[src/hw/sample_buf_pkg.sv]
`default_nettype none

package sample_buf_pkg;

    localparam int SAMPLE_WIDTH = 16;
    localparam int OFFSET_WIDTH = 10;   // 1024 samples.

    // control word layout.
    localparam int CTRL_RUN_BIT          = 0;
    localparam int CTRL_ONE_SHOT_BIT     = 1;
    localparam int CTRL_WAIT_TRIGGER_BIT = 2;

    typedef enum logic [1:0] {
        REG_START   = 2'd0,
        REG_END     = 2'd1,
        REG_CONTROL = 2'd2
    } csr_reg_e;

    typedef enum logic [1:0] {
        IDLE    = 2'd0,
        ARMED   = 2'd1,
        PLAYING = 2'd2
    } play_state_e;

    typedef struct packed {
        logic                    en;
        csr_reg_e                reg_op;
        logic [OFFSET_WIDTH-1:0] data;      // offset or control bits.
    } reg_wr_t;

    typedef struct packed {
        logic                    en;
        logic [OFFSET_WIDTH-1:0] addr;
        logic [SAMPLE_WIDTH-1:0] data;
    } sample_wr_t;

    typedef struct packed {
        logic [OFFSET_WIDTH-1:0] start_offset;
        logic [OFFSET_WIDTH-1:0] end_offset;
        logic                    one_shot;
    } play_cfg_t;

    typedef struct packed {
        logic update;
        logic active;
    } play_cmd_t;

    typedef struct packed {
        logic                    valid;
        logic [SAMPLE_WIDTH-1:0] data;
    } sample_rd_t;

endpackage

`default_nettype wire

[src/hw/sample_buf_csr.sv]
`default_nettype none

module sample_buf_csr (
    input  logic                    stream_out,
    input  logic                    reset,
    input  sample_buf_pkg::reg_wr_t reg_wr,
    input  logic                    trigger,
    input  logic                    stopped,
    output sample_buf_pkg::play_cfg_t cfg,
    output sample_buf_pkg::play_cmd_t cmd
);

    sample_buf_pkg::play_state_e state;

    logic ctrl_run;
    logic ctrl_one_shot;
    logic ctrl_wait_trigger;

    assign ctrl_run          = reg_wr.data[sample_buf_pkg::CTRL_RUN_BIT];
    assign ctrl_one_shot     = reg_wr.data[sample_buf_pkg::CTRL_ONE_SHOT_BIT];
    assign ctrl_wait_trigger = reg_wr.data[sample_buf_pkg::CTRL_WAIT_TRIGGER_BIT];

    always_ff @(posedge stream_out) begin
        if (reset) begin
            state            <= sample_buf_pkg::IDLE;
            cmd.update       <= 1'b0;
            cmd.active       <= 1'b0;
            cfg.start_offset <= '0;
            cfg.end_offset   <= '0;
            cfg.one_shot     <= 1'b0;
        end else begin
            cmd.update <= 1'b0;    // single cycle pulse.
            cmd.active <= 1'b0;

            // a register write below overrides these events.
            case (state)
                sample_buf_pkg::ARMED: begin
                    if (trigger) begin
                        state      <= sample_buf_pkg::PLAYING;
                        cmd.update <= 1'b1;
                        cmd.active <= 1'b1;
                    end
                end
                sample_buf_pkg::PLAYING: begin
                    if (stopped) begin
                        state <= sample_buf_pkg::IDLE;    // one-shot pass done.
                    end
                end
                default: begin
                end
            endcase

            if (reg_wr.en) begin
                case (reg_wr.reg_op)
                    sample_buf_pkg::REG_START: begin
                        cfg.start_offset <= reg_wr.data;
                    end
                    sample_buf_pkg::REG_END: begin
                        cfg.end_offset <= reg_wr.data;
                    end
                    sample_buf_pkg::REG_CONTROL: begin
                        cfg.one_shot <= ctrl_one_shot;
                        cmd.update   <= 1'b1;
                        if (ctrl_run && !ctrl_wait_trigger) begin
                            state      <= sample_buf_pkg::PLAYING;
                            cmd.active <= 1'b1;
                        end else if (ctrl_run) begin
                            // halt any current pass until the trigger.
                            state      <= sample_buf_pkg::ARMED;
                            cmd.active <= 1'b0;
                        end else begin
                            state      <= sample_buf_pkg::IDLE;
                            cmd.active <= 1'b0;
                        end
                    end
                    default: begin
                    end
                endcase
            end
        end
    end

endmodule

`default_nettype wire

[config.mk]
export PLATFORM = sky130hd
export DESIGN_NAME = sample_buf_csr
export DESIGN_NICKNAME = d
export VERILOG_FILES = /design/src/hw/sample_buf_pkg.sv /design/src/hw/sample_buf_csr.sv
export SDC_FILE = /design/constraint.sdc
export NUM_CORES = 1
export LEC_CHECK = 0
export BUFFER_PORTS_ARGS = -buffer_cell sky130_fd_sc_hd__buf_4
export CORE_UTILIZATION = 41
export CTS_CLUSTER_DIAMETER = 50
export DETAILED_ROUTE_END_ITERATION = 7
export GPL_TIMING_DRIVEN = 1
export PLACE_DENSITY = 0.84
export SETUP_SLACK_MARGIN = 0.1
export SYNTH_ARGS = -nofsm -noshare
export SYNTH_HDL_FRONTEND = slang
export SYNTH_SLANG_ARGS = --single-unit
[constraint.sdc]
create_clock -name stream_out -period 1.3 [get_ports stream_out]
set_clock_uncertainty 0.2 [all_clocks]
set_input_delay 0.325 -clock stream_out [delete_from_list [all_inputs] [get_ports stream_out]]
set_output_delay 0.325 -clock stream_out [all_outputs]
set_load 0.02 [all_outputs]
==> impl_metrics.env <==
export IMPL_holdWs_ns=0.05077
export IMPL_vias=817
export IMPL_setup_violations=16
export IMPL_wire_per_inst_um=13.05
export IMPL_finalCritPeriodShare_pct=110.3
export IMPL_antenna_diode_count=0
export IMPL_final_util_pct=67.62
export IMPL_crit_path_cell_trace="inv_1, ha_2, nor2b_1, o311ai_1, a21oi_1"
export IMPL_grt_total_usage_pct=18.23
export IMPL_crit_family="flip-flops"
export IMPL_synth_edf_count=0
export IMPL_startpoint="state[1]$_SDFF_PP0_"
export IMPL_critPathKind="reg2reg"
export IMPL_regToRegSetupSlack_ns=-0.13
export IMPL_dieArea_mm2=0.002592
export IMPL_drc_errors=0
export IMPL_cp_end_kind="flip-flop"
export IMPL_required_ns=1.30
export IMPL_status="finished with violations"
export IMPL_min_delay_path_class="in2reg"
export IMPL_cp_max_fo=5
export IMPL_die_width_um=50.92
export IMPL_cp_num_buf_inv=1
export IMPL_syn2layout_area_growth_pct=53.95
export IMPL_cts_htree_levels=1
export IMPL_synth_main_ff_cell="dfxtp_1"
export IMPL_syn_area_um2=980.9
export IMPL_dp_hpwl_um=1472
export IMPL_worst_hold_path_num_cells=3
export IMPL_yosysTopAreaCell="dfxtp_1"
export IMPL_ios=40
export IMPL_tns_ns=-0.3371
export IMPL_initial_core_util_pct=43.92
export IMPL_fin_nets=157
export IMPL_synth_seq_area_share_pct=51.02
export IMPL_first_pass_iters=6
export IMPL_slowest_stage="dfxtp_4"
export IMPL_clock_path_buffers=2
export IMPL_ir_worst_vdd_v=0.0007371
export IMPL_ys_ff_latch=25
export IMPL_drive_above_1_share_pct=57.66
export IMPL_hold_end="cfg[8]$_SDFFE_PP0P_"
export IMPL_syn_inst=94
export IMPL_hold_viol=0
export IMPL_power_density_mw_per_mm2=907.2
export IMPL_numClockSinks=25
export IMPL_synth_warnings=0
export IMPL_start_kind="flip-flop"
export IMPL_violations="negative setup slack"
export IMPL_cts_root_buf="clkbuf_4"
export IMPL_period_minus_slack_ns=1.433
export IMPL_finalWirelength_um=2153
export IMPL_rsz0062_at_grt="yes"
export IMPL_numCtsBuffers=3
export IMPL_fillers=176
export IMPL_grt_max_degree=26
export IMPL_maxCapViolCount=0
export IMPL_grt_pass1_vias=806
export IMPL_placed_area_mm2=0.001333
export IMPL_insertion_delay_ns=0.30
export IMPL_reg2reg_to="state[0]$_SDFF_PP0_"
export IMPL_grt_first_pass_wirelength_um=3519
export IMPL_max_freq_mhz=697.6
export IMPL_cts_tree="built"
export IMPL_chipHeight_um=50.92
export IMPL_hp_start="reg_wr[7]"
export IMPL_worst_slack_ns=-0.1334
export IMPL_critical_path_arrival_ns=1.43
export IMPL_gp_congestion=0.8351
export IMPL_fin_area_mm2=0.001510
export IMPL_coreArea_mm2=0.002233
export IMPL_rows=17
export IMPL_ant_nets=0
export IMPL_cts_clk_slew_worst_paths_ns=0.12
export IMPL_antenna_found_initial=0
export IMPL_yosys_top_cells_count="dfxtp_1 (25), mux2i_1 (21), nor2_1 (21), a21oi_1 (4), clkbuf_1 (3)"
export IMPL_cpPeakStageDelay_ns=0.40
export IMPL_syn_avg_cell_area_um2=10.44
export IMPL_leakage_nw=0.6992
export IMPL_rr_startpoint="state[1]$_SDFF_PP0_"
export IMPL_ys_top_cells_by_area="dfxtp_1 (51%), mux2i_1 (21%), nor2_1 (8.0%), ha_1 (2.6%), a21oi_1 (2.0%)"
export IMPL_vias_per_cell=4.952
export IMPL_drtIter0Drc=7
export IMPL_reg2regPathDepth=5
export IMPL_finalMaxSlewViolations=0
export IMPL_slew_headroom_pct=83.48
export IMPL_synth_top_area_share_pct=51.02
export IMPL_synth_cell_types=19
export IMPL_worst_pin_slew_ns=0.2439
export IMPL_async_flop_share_pct=0
export IMPL_yosysMostFrequentCell="dfxtp_1"
export IMPL_syn_num_nets=113
export IMPL_port_buffers=39
export IMPL_overflow=0
==> state kept, by name, indices dropped and copies added (netlist names) <==
signal,cells
cmd,2
state,2
cfg,21
==> cell families (layout without fill, tap and decap cells) <==
kind of cell / count (synthesis) / count (layout) / share of synthesized area (%)
buf+inv: 7 / 50 / 3.444
fa+ha+maj: 2 / 2 / 2.551
simple gates: 33 / 33 / 17.73
flops: 25 / 25 / 51.02
mux: 21 / 21 / 21.43
compound gates: 6 / 6 / 3.827
==> stage by stage <==
step | total power, mW | cells | worst slack, ns
final | 1.370 | 165 | -0.1334
after global routing | 1.440 | 165 | -0.1788
after CTS | 1.374 | 164 | -0.1340
after detailed placement | 1.027 | 160 | -0.1927
after global placement | 1.022 | 160 | -0.1057
after floorplan | 0.9230 | 94 | -0.08377
==> power by group <==
part	internal, mW	switching (mW)	leakage (nW)	total [mW]
clock	0.120	0.213	0.0150	0.333
combinational	0.122	0.104	0.469	0.225
sequential	0.794	0.0184	0.215	0.812
==> metal layers <==
metal / track usage [%] / vias to the layer above / wire, um
li1: - / 404 / -
met1: 22.18 / 375 / 916
met2: 30.26 / 34 / 1049
met3: 5.655 / 4 / 161
met4: 6.019 / 0 / 25
met5: 0 / - / 0
==> how the worst max path moves through the flow <==
stage,end,slack (ns),depth (start not counted)
2_1_floorplan,state[1]$_SDFF_PP0_,-0.08,5
3_3_place_gp,cfg[13]$_SDFFE_PP0P_,-0.11,5
3_5_place_dp,state[0]$_SDFF_PP0_,-0.19,5
4_1_cts,state[1]$_SDFF_PP0_,-0.13,5
5_1_grt,state[1]$_SDFF_PP0_,-0.18,5
6_report,state[0]$_SDFF_PP0_,-0.13,5
==> cell usage in the layout (no fill, tap or decap), types with 2 or more instances in the layout <==
cell / netlist / final
dfxtp_2: 0 / 24
buf_6: 0 / 23
mux2i_1: 21 / 21
nor2_1: 21 / 21
buf_4: 2 / 20
a21oi_1: 4 / 3
clkbuf_4: 0 / 3
nand2_1: 2 / 2
nor2b_1: 2 / 2
or2_0: 2 / 2
==> layout make-up <==
type,count,area (um^2),share of cell area (%)
clock buffer,4,26.28,1.740
inverter,2,7.507,0.4971
multi-input combinational,62,478.0,31.65
sequential,25,534.3,35.38
tap,28,35.03,2.320
timing repair buffer,44,429.2,28.42
==> worst reg2reg max path: cells and delay by family (launching register included) <==
| kind | cells | cell delay, ns |
|---|---|---|
| fa+ha+maj | 1 | 0.19 |
| flops | 1 | 0.40 |
| simple gates | 1 | 0.14 |
| compound gates | 2 | 0.35 |
| buf+inv | 1 | 0.05 |
==> what timing repair did <==
action	CTS	global route
pin swaps	3	1
resized for setup	52	2
setup endpoints to repair	25	25
setup buffers	0	1
endpoints found under the hold margin	0	0
hold buffers	0	0
Note: power is estimated with default switching activity, not from simulation.
