[config.mk]
export PLATFORM = sky130hd
export DESIGN_NAME = playback_fifo
export DESIGN_NICKNAME = d
export VERILOG_FILES = /design/src/hw/sample_buf_pkg.sv /design/src/hw/playback_fifo.sv
export SDC_FILE = /design/constraint.sdc
export NUM_CORES = 1
export LEC_CHECK = 0
export BUFFER_PORTS_ARGS = -buffer_cell sky130_fd_sc_hd__buf_4
export CAP_MARGIN = 5
export CELL_PAD_IN_SITES_DETAIL_PLACEMENT = 0
export CELL_PAD_IN_SITES_GLOBAL_PLACEMENT = 2
export CORE_MARGIN = 8
export CORE_UTILIZATION = 35
export DETAILED_ROUTE_END_ITERATION = 7
export GPL_TIMING_DRIVEN = 0
export HOLD_SLACK_MARGIN = 0.02
export PLACE_DENSITY_LB_ADDON = 0.2
export RECOVER_POWER = 50
export SLEW_MARGIN = 10
export SYNTH_ARGS = -nofsm -noshare
export SYNTH_HDL_FRONTEND = slang
export SYNTH_SLANG_ARGS = --single-unit
[constraint.sdc]
create_clock -name stream_out -period 2.7 [get_ports stream_out]
set_clock_uncertainty 0.05 [all_clocks]
set_input_delay 0.54 -clock stream_out [delete_from_list [all_inputs] [get_ports stream_out]]
set_output_delay 0.54 -clock stream_out [all_outputs]
set_load 0.01 [all_outputs]
[src/hw/sample_buf_pkg.sv]
`default_nettype none

package sample_buf_pkg;

    localparam int SAMPLE_WIDTH = 16;
    localparam int OFFSET_WIDTH = 10;   // 1024 samples.

    // control word layout.
    localparam int CTRL_RUN_BIT          = 0;
    localparam int CTRL_ONE_SHOT_BIT     = 1;
    localparam int CTRL_WAIT_TRIGGER_BIT = 2;

    typedef enum logic [1:0] {
        REG_START   = 2'd0,
        REG_END     = 2'd1,
        REG_CONTROL = 2'd2
    } csr_reg_e;

    typedef enum logic [1:0] {
        IDLE    = 2'd0,
        ARMED   = 2'd1,
        PLAYING = 2'd2
    } play_state_e;

    typedef struct packed {
        logic                    en;
        csr_reg_e                reg_op;
        logic [OFFSET_WIDTH-1:0] data;      // offset or control bits.
    } reg_wr_t;

    typedef struct packed {
        logic                    en;
        logic [OFFSET_WIDTH-1:0] addr;
        logic [SAMPLE_WIDTH-1:0] data;
    } sample_wr_t;

    typedef struct packed {
        logic [OFFSET_WIDTH-1:0] start_offset;
        logic [OFFSET_WIDTH-1:0] end_offset;
        logic                    one_shot;
    } play_cfg_t;

    typedef struct packed {
        logic update;
        logic active;
    } play_cmd_t;

    typedef struct packed {
        logic                    valid;
        logic [SAMPLE_WIDTH-1:0] data;
    } sample_rd_t;

endpackage

`default_nettype wire

[src/hw/playback_fifo.sv]
`default_nettype none

module playback_fifo #(
    parameter int FIFO_DEPTH = 8
) (
    input  logic                                    stream_out,
    input  logic                                    reset,
    input  logic                                    rd_issue,
    input  sample_buf_pkg::sample_rd_t              rd,
    output logic                                    room,
    output logic [sample_buf_pkg::SAMPLE_WIDTH-1:0] out_data,
    output logic                                    out_valid,
    input  logic                                    out_ready
);

    localparam int PTR_W   = $clog2(FIFO_DEPTH);
    localparam int COUNT_W = $clog2(FIFO_DEPTH + 1);
    localparam logic [COUNT_W:0] DEPTH_LIMIT = (COUNT_W + 1)'(FIFO_DEPTH);

    logic [sample_buf_pkg::SAMPLE_WIDTH-1:0] mem [FIFO_DEPTH];

    logic [PTR_W-1:0]   wr_ptr;
    logic [PTR_W-1:0]   rd_ptr;
    logic [COUNT_W-1:0] count;
    logic [COUNT_W-1:0] in_flight;  // reads issued but not yet returned.
    logic [COUNT_W:0]   used;
    logic               push;
    logic               pop;

    assign push = rd.valid;
    assign pop  = out_valid && out_ready;

    assign used = {1'b0, count} + {1'b0, in_flight};
    assign room = (used < DEPTH_LIMIT);

    assign out_valid = (count != '0);
    assign out_data  = mem[rd_ptr];

    always_ff @(posedge stream_out) begin
        if (push) begin
            mem[wr_ptr] <= rd.data;
        end
    end

    always_ff @(posedge stream_out) begin
        if (reset) begin
            wr_ptr    <= '0;
            rd_ptr    <= '0;
            count     <= '0;
            in_flight <= '0;
        end else begin
            if (push) begin
                wr_ptr <= wr_ptr + 1'b1;
            end
            if (pop) begin
                rd_ptr <= rd_ptr + 1'b1;
            end

            if (push && !pop) begin
                count <= count + 1'b1;
            end else if (!push && pop) begin
                count <= count - 1'b1;
            end

            // a returning read converts one credit into a stored sample.
            if (rd_issue && !rd.valid) begin
                in_flight <= in_flight + 1'b1;
            end else if (!rd_issue && rd.valid) begin
                in_flight <= in_flight - 1'b1;
            end
        end
    end

endmodule

`default_nettype wire

==> results of run 1 <==
[power by group]
group / internal (uW) / switching (uW) / total (uW)
Combinational: 821 / 659 / 1480
Clock: 1620 / 847 / 2460
Sequential: 2560 / 88.5 / 2650
[cell usage after synthesis]
cell	count	area share [%]
edfxtp_1	128	66
mux4_1	28	13
nor2_1	24	1.5
mux2_2	18	3.5
dfxtp_1	17	5.8
ha_1	11	2.4
a21oi_1	5	0.43
clkbuf_1	5	0.32
nand2_1	5	0.32
xor2_1	5	0.75
buf_6	4	0.77
mux4_2	4	1.5
nand3_1	4	0.34
buf_1	3	0.19
inv_1	3	0.19
mux2i_1	3	0.51
nand2b_1	3	0.32
xnor2_1	3	0.45
a211oi_1	2	0.26
a31oi_1	2	0.21
fa_1	2	0.69
nor2b_1	2	0.21
nor3_1	2	0.17
a2111oi_0	1	0.15
a31o_2	1	0.15
clkbuf_2	1	0.086
or4_4	1	0.19
[cell families (layout without fill, tap and decap cells)]
family	after synthesis	in the layout	synth area share, %
compound gates	11	11	1.201
flops	145	145	71.73
fa+ha+maj	13	13	3.046
simple gates	41	41	3.110
buf+inv	16	94	1.566
xor+xnor	8	8	1.201
mux	53	53	18.15
[cell usage in the layout (no fill, tap or decap), drive strengths merged]
cell / n
a31o: 1
xor2: 5
nand2b: 3
mux4: 32
nor2b: 2
nand2: 5
ha: 11
clkbuf: 42
or4: 1
a211oi: 2
bufinv: 5
xnor2: 3
clkinvlp: 1
dfxtp: 17
a31oi: 2
edfxtp: 128
mux2: 18
inv: 3
clkinv: 7
nor2: 24
fa: 2
mux2i: 3
buf: 36
a21oi: 5
nand3: 4
nor3: 2
a2111oi: 1
[per-layer routing]
layer  GRT usage [%]  up-vias  wire length (um)
li1                -     1299                 -
met1           13.44     1464              4996
met2           18.32       47              5726
met3           3.420       13               376
met4           5.310        0               201
met5               0        -                 0
[flip-flops by register name, indices dropped and copies added (netlist names), named ones only]
| signal | cells |
|---|---|
| mem | 128 |
| count | 4 |
| in_flight | 4 |
| rd_ptr | 3 |
| wr_ptr | 3 |
[worst min-delay path by stage]
stage / start / end / slack (ns) / depth (start not counted)
2_1_floorplan: rd_ptr[1] / flip-flop / 0.40 / 2
3_3_place_gp: rd_ptr[1] / rd_ptr[1] / 0.43 / 2
3_5_place_dp: rd_ptr[1] / rd_ptr[1] / 0.44 / 2
4_1_cts: rd[0] / mem[1][0] / 0.29 / 1
5_1_grt: out_ready / rd_ptr[1] / 0.39 / 3
6_report: out_ready / rd_ptr[1] / 0.39 / 3
[tightest hold or removal path, delay by kind of cell]
kind	cells	cell delay, ns
simple gates	1	0.07
buf+inv	1	0.12
compound gates	1	0.07
[final cells by class]
type | instances | area share, %
multi-input cells | 126 | 22.04
flip-flops and latches | 145 | 58.61
well taps | 220 | 3.854
clock buffers | 18 | 6.008
inverters | 3 | 0.1576
repair buffers | 47 | 5.080
clock inverters | 13 | 2.697
plain buffers | 13 | 1.559
[stage by stage]
step	instances	utilization [%]	hold slack (ns)	setup TNS, ns	area, um2
after floorplan	287	-	0.4041	0	5833
after global placement	544	38.78	0.4286	-33.90	6386
after detailed placement	554	39.89	0.4358	-0.01120	6568
after CTS	585	43.81	0.2933	0	7213
after global routing	585	43.38	0.3922	-0.04366	7143
final	585	43.38	0.3925	0	7143
[timing repair]
action                     in CTS  in global routing
pin swaps                       0                  0
gates resized for setup         9                 12
setup endpoints to repair      17                 14
==> results by group, run 1 <==
Run status
  • Outcome: finished, final reports clean

Timing
  • Unrepaired setup endpoints after global routing: yes
  • Crit share post-route: 97.48%
  • Final setup viols: 0
  • Max_slew headroom: between 50% and 60%
  • Max Freq: between 300 and 400 MHz
  • Max-slew violations: 0
  • Final worst slack: 0.06805 ns
  • Tightest Pin Transition: 0.6059 ns
  • Minimum clock period: approximately 2.6 ns
  • Final Hold Vio Count: 0

Routing
  • Vias per cell: approximately 4.8
  • Vias after detailed routing: between 2,000 and 3,000
  • First-pass detailed-route iteration total: 6
  • Routed wire per std cell: just under 20 um
  • Initial DRC count: around 150
  • Post-route ant nets: 0
  • DR DRC count: 0
  • Final WL: 11,300 um

GRT
  • Initial antenna violation count: 0
  • Largest net degree at the start of global routing: 17
  • GRT Total Usage: ~11%
  • First-pass GRT wire length: ~17,000 um
  • Vias in the first global route: slightly below 3,000
  • Total grt overflow: 0

Clock network
  • CTS tree: yes
  • H-tree depth: 4
  • Hold_buf cts: 0
  • Post-CTS Setup Bufs: 0
  • Clock Pin Slew Worst Setup and Hold Paths: roughly 0.06 ns
  • Clock buffer depth: 2
  • Worst skew pair latency: between 0.4 and 0.5 ns
  • Clk sinks: roughly 150
  • Root Buffer: clkbuf_16
  • Num CTS Buffers: 17

Layout
  • ANT cells: 0
  • Fraction of layout cells with a size suffix above 1: 29.32%
  • Area of the multi-input gates: between 1500 and 2000 um2
  • Register area: roughly 4200 um2
  • Area delta synth->final: 22.46%
  • Final nets: ~390
  • Fillers: 1,487

Placement
  • Place WS: -0.01120 ns
  • Port bufs: 37
  • RePlAce Congestion: 0.6974
  • DP HPWL: around 7400 um

Worst setup path
  • Crit-path max cell delay: 0.58 ns
  • WP data required: around 2.1 ns
  • CP max FO: 10
  • Slowest stage cell, crit path: mux4_1
  • Worst Setup EP: out_data[9]
  • Crit Path Class: reg -> out
  • Reg2Reg Depth: 9
  • Critical path, cell by cell: buf_6, buf_12, mux4_1, mux2_2, buf_4
  • Worst EP arrival: between 2 and 2.5 ns
  • Crit start category: flip-flop
  • Crit Reg-Reg Startpoint: count[0]
  • Delay-heaviest family, CP: multiplexers
  • RR Endpoint: count[3]
  • Crit. path cell count: 5
  • Critical path endpoint category: output pin
  • Setup slack, reg-to-reg: about 0.17 ns
  • Crit path buffers/inverters: 3

Synthesis
  • Syn. warnings: 0
  • Syn Nets: about 320
  • Synthesized cell area: between 5000 and 6000 um2
  • Syn Area/Cell: around 20 um2
  • Count of cell types in the netlist: 27
  • Register bit count reported by yosys: 145
  • Register area share after synthesis: between 70% and 80%
  • Cells after Synth: between 200 and 300

Floorplanning
  • Starting Density: a little over a third
  • # rows: between 40 and 50
  • Core ar.: about 16,000 um2
  • Die X: roughly 150 um
  • Io pins: 39
  • DIE HEIGHT: between 100 and 150 um
  • Die area: around 21,000 um2

Pwr
  • Design Power: 6593 uW
  • Power density over cell area: around 900 nW/um2
  • P_leak: between 0.002 and 0.0025 uW
  • VDD IR max: 0.0004173 V

Flow run
  • Max-cap viol count: 0

Min path
  • Min-delay worst type: in -> reg
(Power assumes the default switching activity.)
==> run 2, diff against run 1 <==
--- a/config.mk
+++ b/config.mk
@@ -9,7 +9,7 @@
 export CAP_MARGIN = 5
 export CELL_PAD_IN_SITES_DETAIL_PLACEMENT = 0
 export CELL_PAD_IN_SITES_GLOBAL_PLACEMENT = 2
-export CORE_MARGIN = 8
+export CORE_MARGIN = 3
 export CORE_UTILIZATION = 35
 export DETAILED_ROUTE_END_ITERATION = 7
 export GPL_TIMING_DRIVEN = 0
==> run 2 against run 1 <==
Worst setup slack improved by 0.0043 ns; fmax rose by 0.16%; non-clock buffer count unchanged; global-route usage grew 1.9 points; die area shrank 13%; first-iteration DRC count grew 27%; sequential cell count unchanged; count of clock-buffer cells in the layout is 8 higher; wire length shrank 0.48%; critical endpoint is now out_data[2]; largest cell class unchanged.
==> results by group, run 2 (same netlist as run 1, synthesis figures left out) <==
Routing
  • Vias after detailed routing: between 2,000 and 3,000
  • Initial DRC count: about 190
  • Vias per cell: 4.797
  • Routed wire per std cell: a little under 20 um
  • Post-route ant nets: 0
  • First-pass detailed-route iteration total: 5
  • Final WL: ~11,000 um
  • DR DRC count: 0

Clock network
  • Clk sinks: about 150
  • Clock Pin Slew Worst Setup and Hold Paths: ~0.060 ns
  • Clock buffer depth: 2
  • Worst skew pair latency: roughly 0.4 ns
  • Hold_buf cts: 0
  • Root Buffer: clkbuf_16
  • CTS tree: yes
  • Num CTS Buffers: 17
  • Post-CTS Setup Bufs: 0
  • H-tree depth: 4

Worst setup path
  • CP max FO: 10
  • Crit start category: flip-flop
  • Critical path, cell by cell: buf_6, buf_12, mux4_1, mux2_2, buf_4
  • Critical path endpoint category: output pin
  • WP data required: around 2.1 ns
  • Worst EP arrival: around 2.0 ns
  • Delay-heaviest family, CP: multiplexers
  • Slowest stage cell, crit path: mux4_1
  • Crit Path Class: reg -> out
  • Crit-path max cell delay: 0.55 ns
  • Crit path buffers/inverters: 3

Layout
  • Design Area, Final: between 7000 and 8000 um2
  • Biggest regs: mem x128, count x4, in_flight x4
  • Final core occ: a little over two fifths
  • Commonest non-fill, non-tap cells in the layout: 128 x edfxtp_1, 25 x clkbuf_1, 23 x buf_4
  • Non-Filler Instances: approximately 580
  • Fraction of layout cells with a size suffix above 1: 29.51%
  • ANT cells: 0
  • Final nets: 387
  • Area delta synth->final: 21.36%
  • Max reg flops: 128
  • Most common cell after layout, fill and taps aside: edfxtp_1
  • Biggest register: mem

GRT
  • GRT Total Usage: between 10% and 20%
  • Total grt overflow: 0
  • Initial antenna violation count: 0
  • Largest net degree at the start of global routing: 17
  • First-pass GRT wire length: between 15,000 and 20,000 um
  • Vias in the first global route: 2,906

Floorplanning
  • Io pins: 39
  • Die area: 18,250 um2
  • Core ar.: around 16,000 um2
  • Starting Density: between 30% and 40%
  • Die X: between 100 and 150 um
  • DIE HEIGHT: roughly 140 um
  • # rows: 46

Timing
  • Tightest Pin Transition: 0.8768 ns
  • Final setup viols: 0
  • Max_slew headroom: slightly above 40%
  • Max Freq: between 300 and 400 MHz
  • Max-slew violations: 0
  • Unrepaired setup endpoints after global routing: yes
  • Minimum clock period: 2.628 ns
  • Crit share post-route: between 90 and 100%
  • Final Hold Vio Count: 0
  • Worst hold margin: slightly above 0.4 ns

Placement
  • RePlAce Congestion: roughly 0.65
  • Placed insts: 550
  • DP HPWL: roughly 7500 um
  • Placed Area: 6530 um2
  • Port bufs: 37

Flow run
  • Max-cap viol count: 0

Pwr
  • Power density over cell area: around 910 nW/um2
  • P_leak: 0.002391 uW
  • VDD IR max: between 0.0005 and 0.0006 V

Min path
  • Min-delay worst type: in -> reg

Run status
  • Outcome: finished, final reports clean
[run 2: area by class of cell]
cell class | count | area, um2
clock inverters | 6 | 67.56
multi-input cells | 126 | 1563
inverters | 3 | 11.26
well taps | 216 | 270.3
repair buffers | 47 | 330.3
fillers | 1440 | 9036
flip-flops and latches | 145 | 4184
plain buffers | 13 | 111.4
clock buffers | 26 | 541.8
[run 2: metal layers]
metal / routed length (um) / vias up / track usage [%] / share of wire (%)
met5: 0 / - / 0 / 0
li1: - / 1304 / - / -
met4: 157 / 0 / 4.367 / 1.4
met2: 5345 / 58 / 20.33 / 48
met1: 5251 / 1419 / 17.82 / 47
met3: 493 / 11 / 4.173 / 4.4
[run 2: worst paths after layout]
path                      end  depth (start not counted)  slack (ns)       from
setup / recovery  out_data[2]                          5        0.07  flip-flop
hold / removal      rd_ptr[1]                          3        0.41  out_ready
setup reg to reg     count[3]                          9        0.19   count[0]
hold reg to reg     rd_ptr[1]                          2        0.44  rd_ptr[1]
[run 2: metrics by stage]
| step | setup TNS (ns) | power [uW] | setup WS [ns] |
|---|---|---|---|
| 2_1_floorplan | 0 | 3619 | 0.1865 |
| 3_3_place_gp | -38.29 | 4089 | -1.029 |
| 5_1_grt | -0.05815 | 6764 | -0.02335 |
| 3_5_place_dp | 0 | 4125 | 0.01123 |
| 4_1_cts | -0.003933 | 6478 | -0.003731 |
| 6_report | 0 | 6457 | 0.07232 |
[run 2: what timing repair did]
item | in CTS | in global routing
setup endpoints to repair | 17 | 16
pin swaps | 0 | 0
gates cloned | 0 | 0
gates resized for setup | 5 | 17
[run 2: power breakdown]
group	internal (uW)	leakage (uW)	switching (uW)
Combinational	822	0.000796	659
Clock	1480	0.000293	854
Sequential	2560	0.00130	87.2
Total	4860	0.00239	1600
[run 2: worst min-delay path: cells and delay by family]
family / cells / cell delay, ns
buffers and inverters: 1 / 0.12
AND/OR/NAND/NOR: 1 / 0.08
AO/OA/AOI/OAI: 1 / 0.08
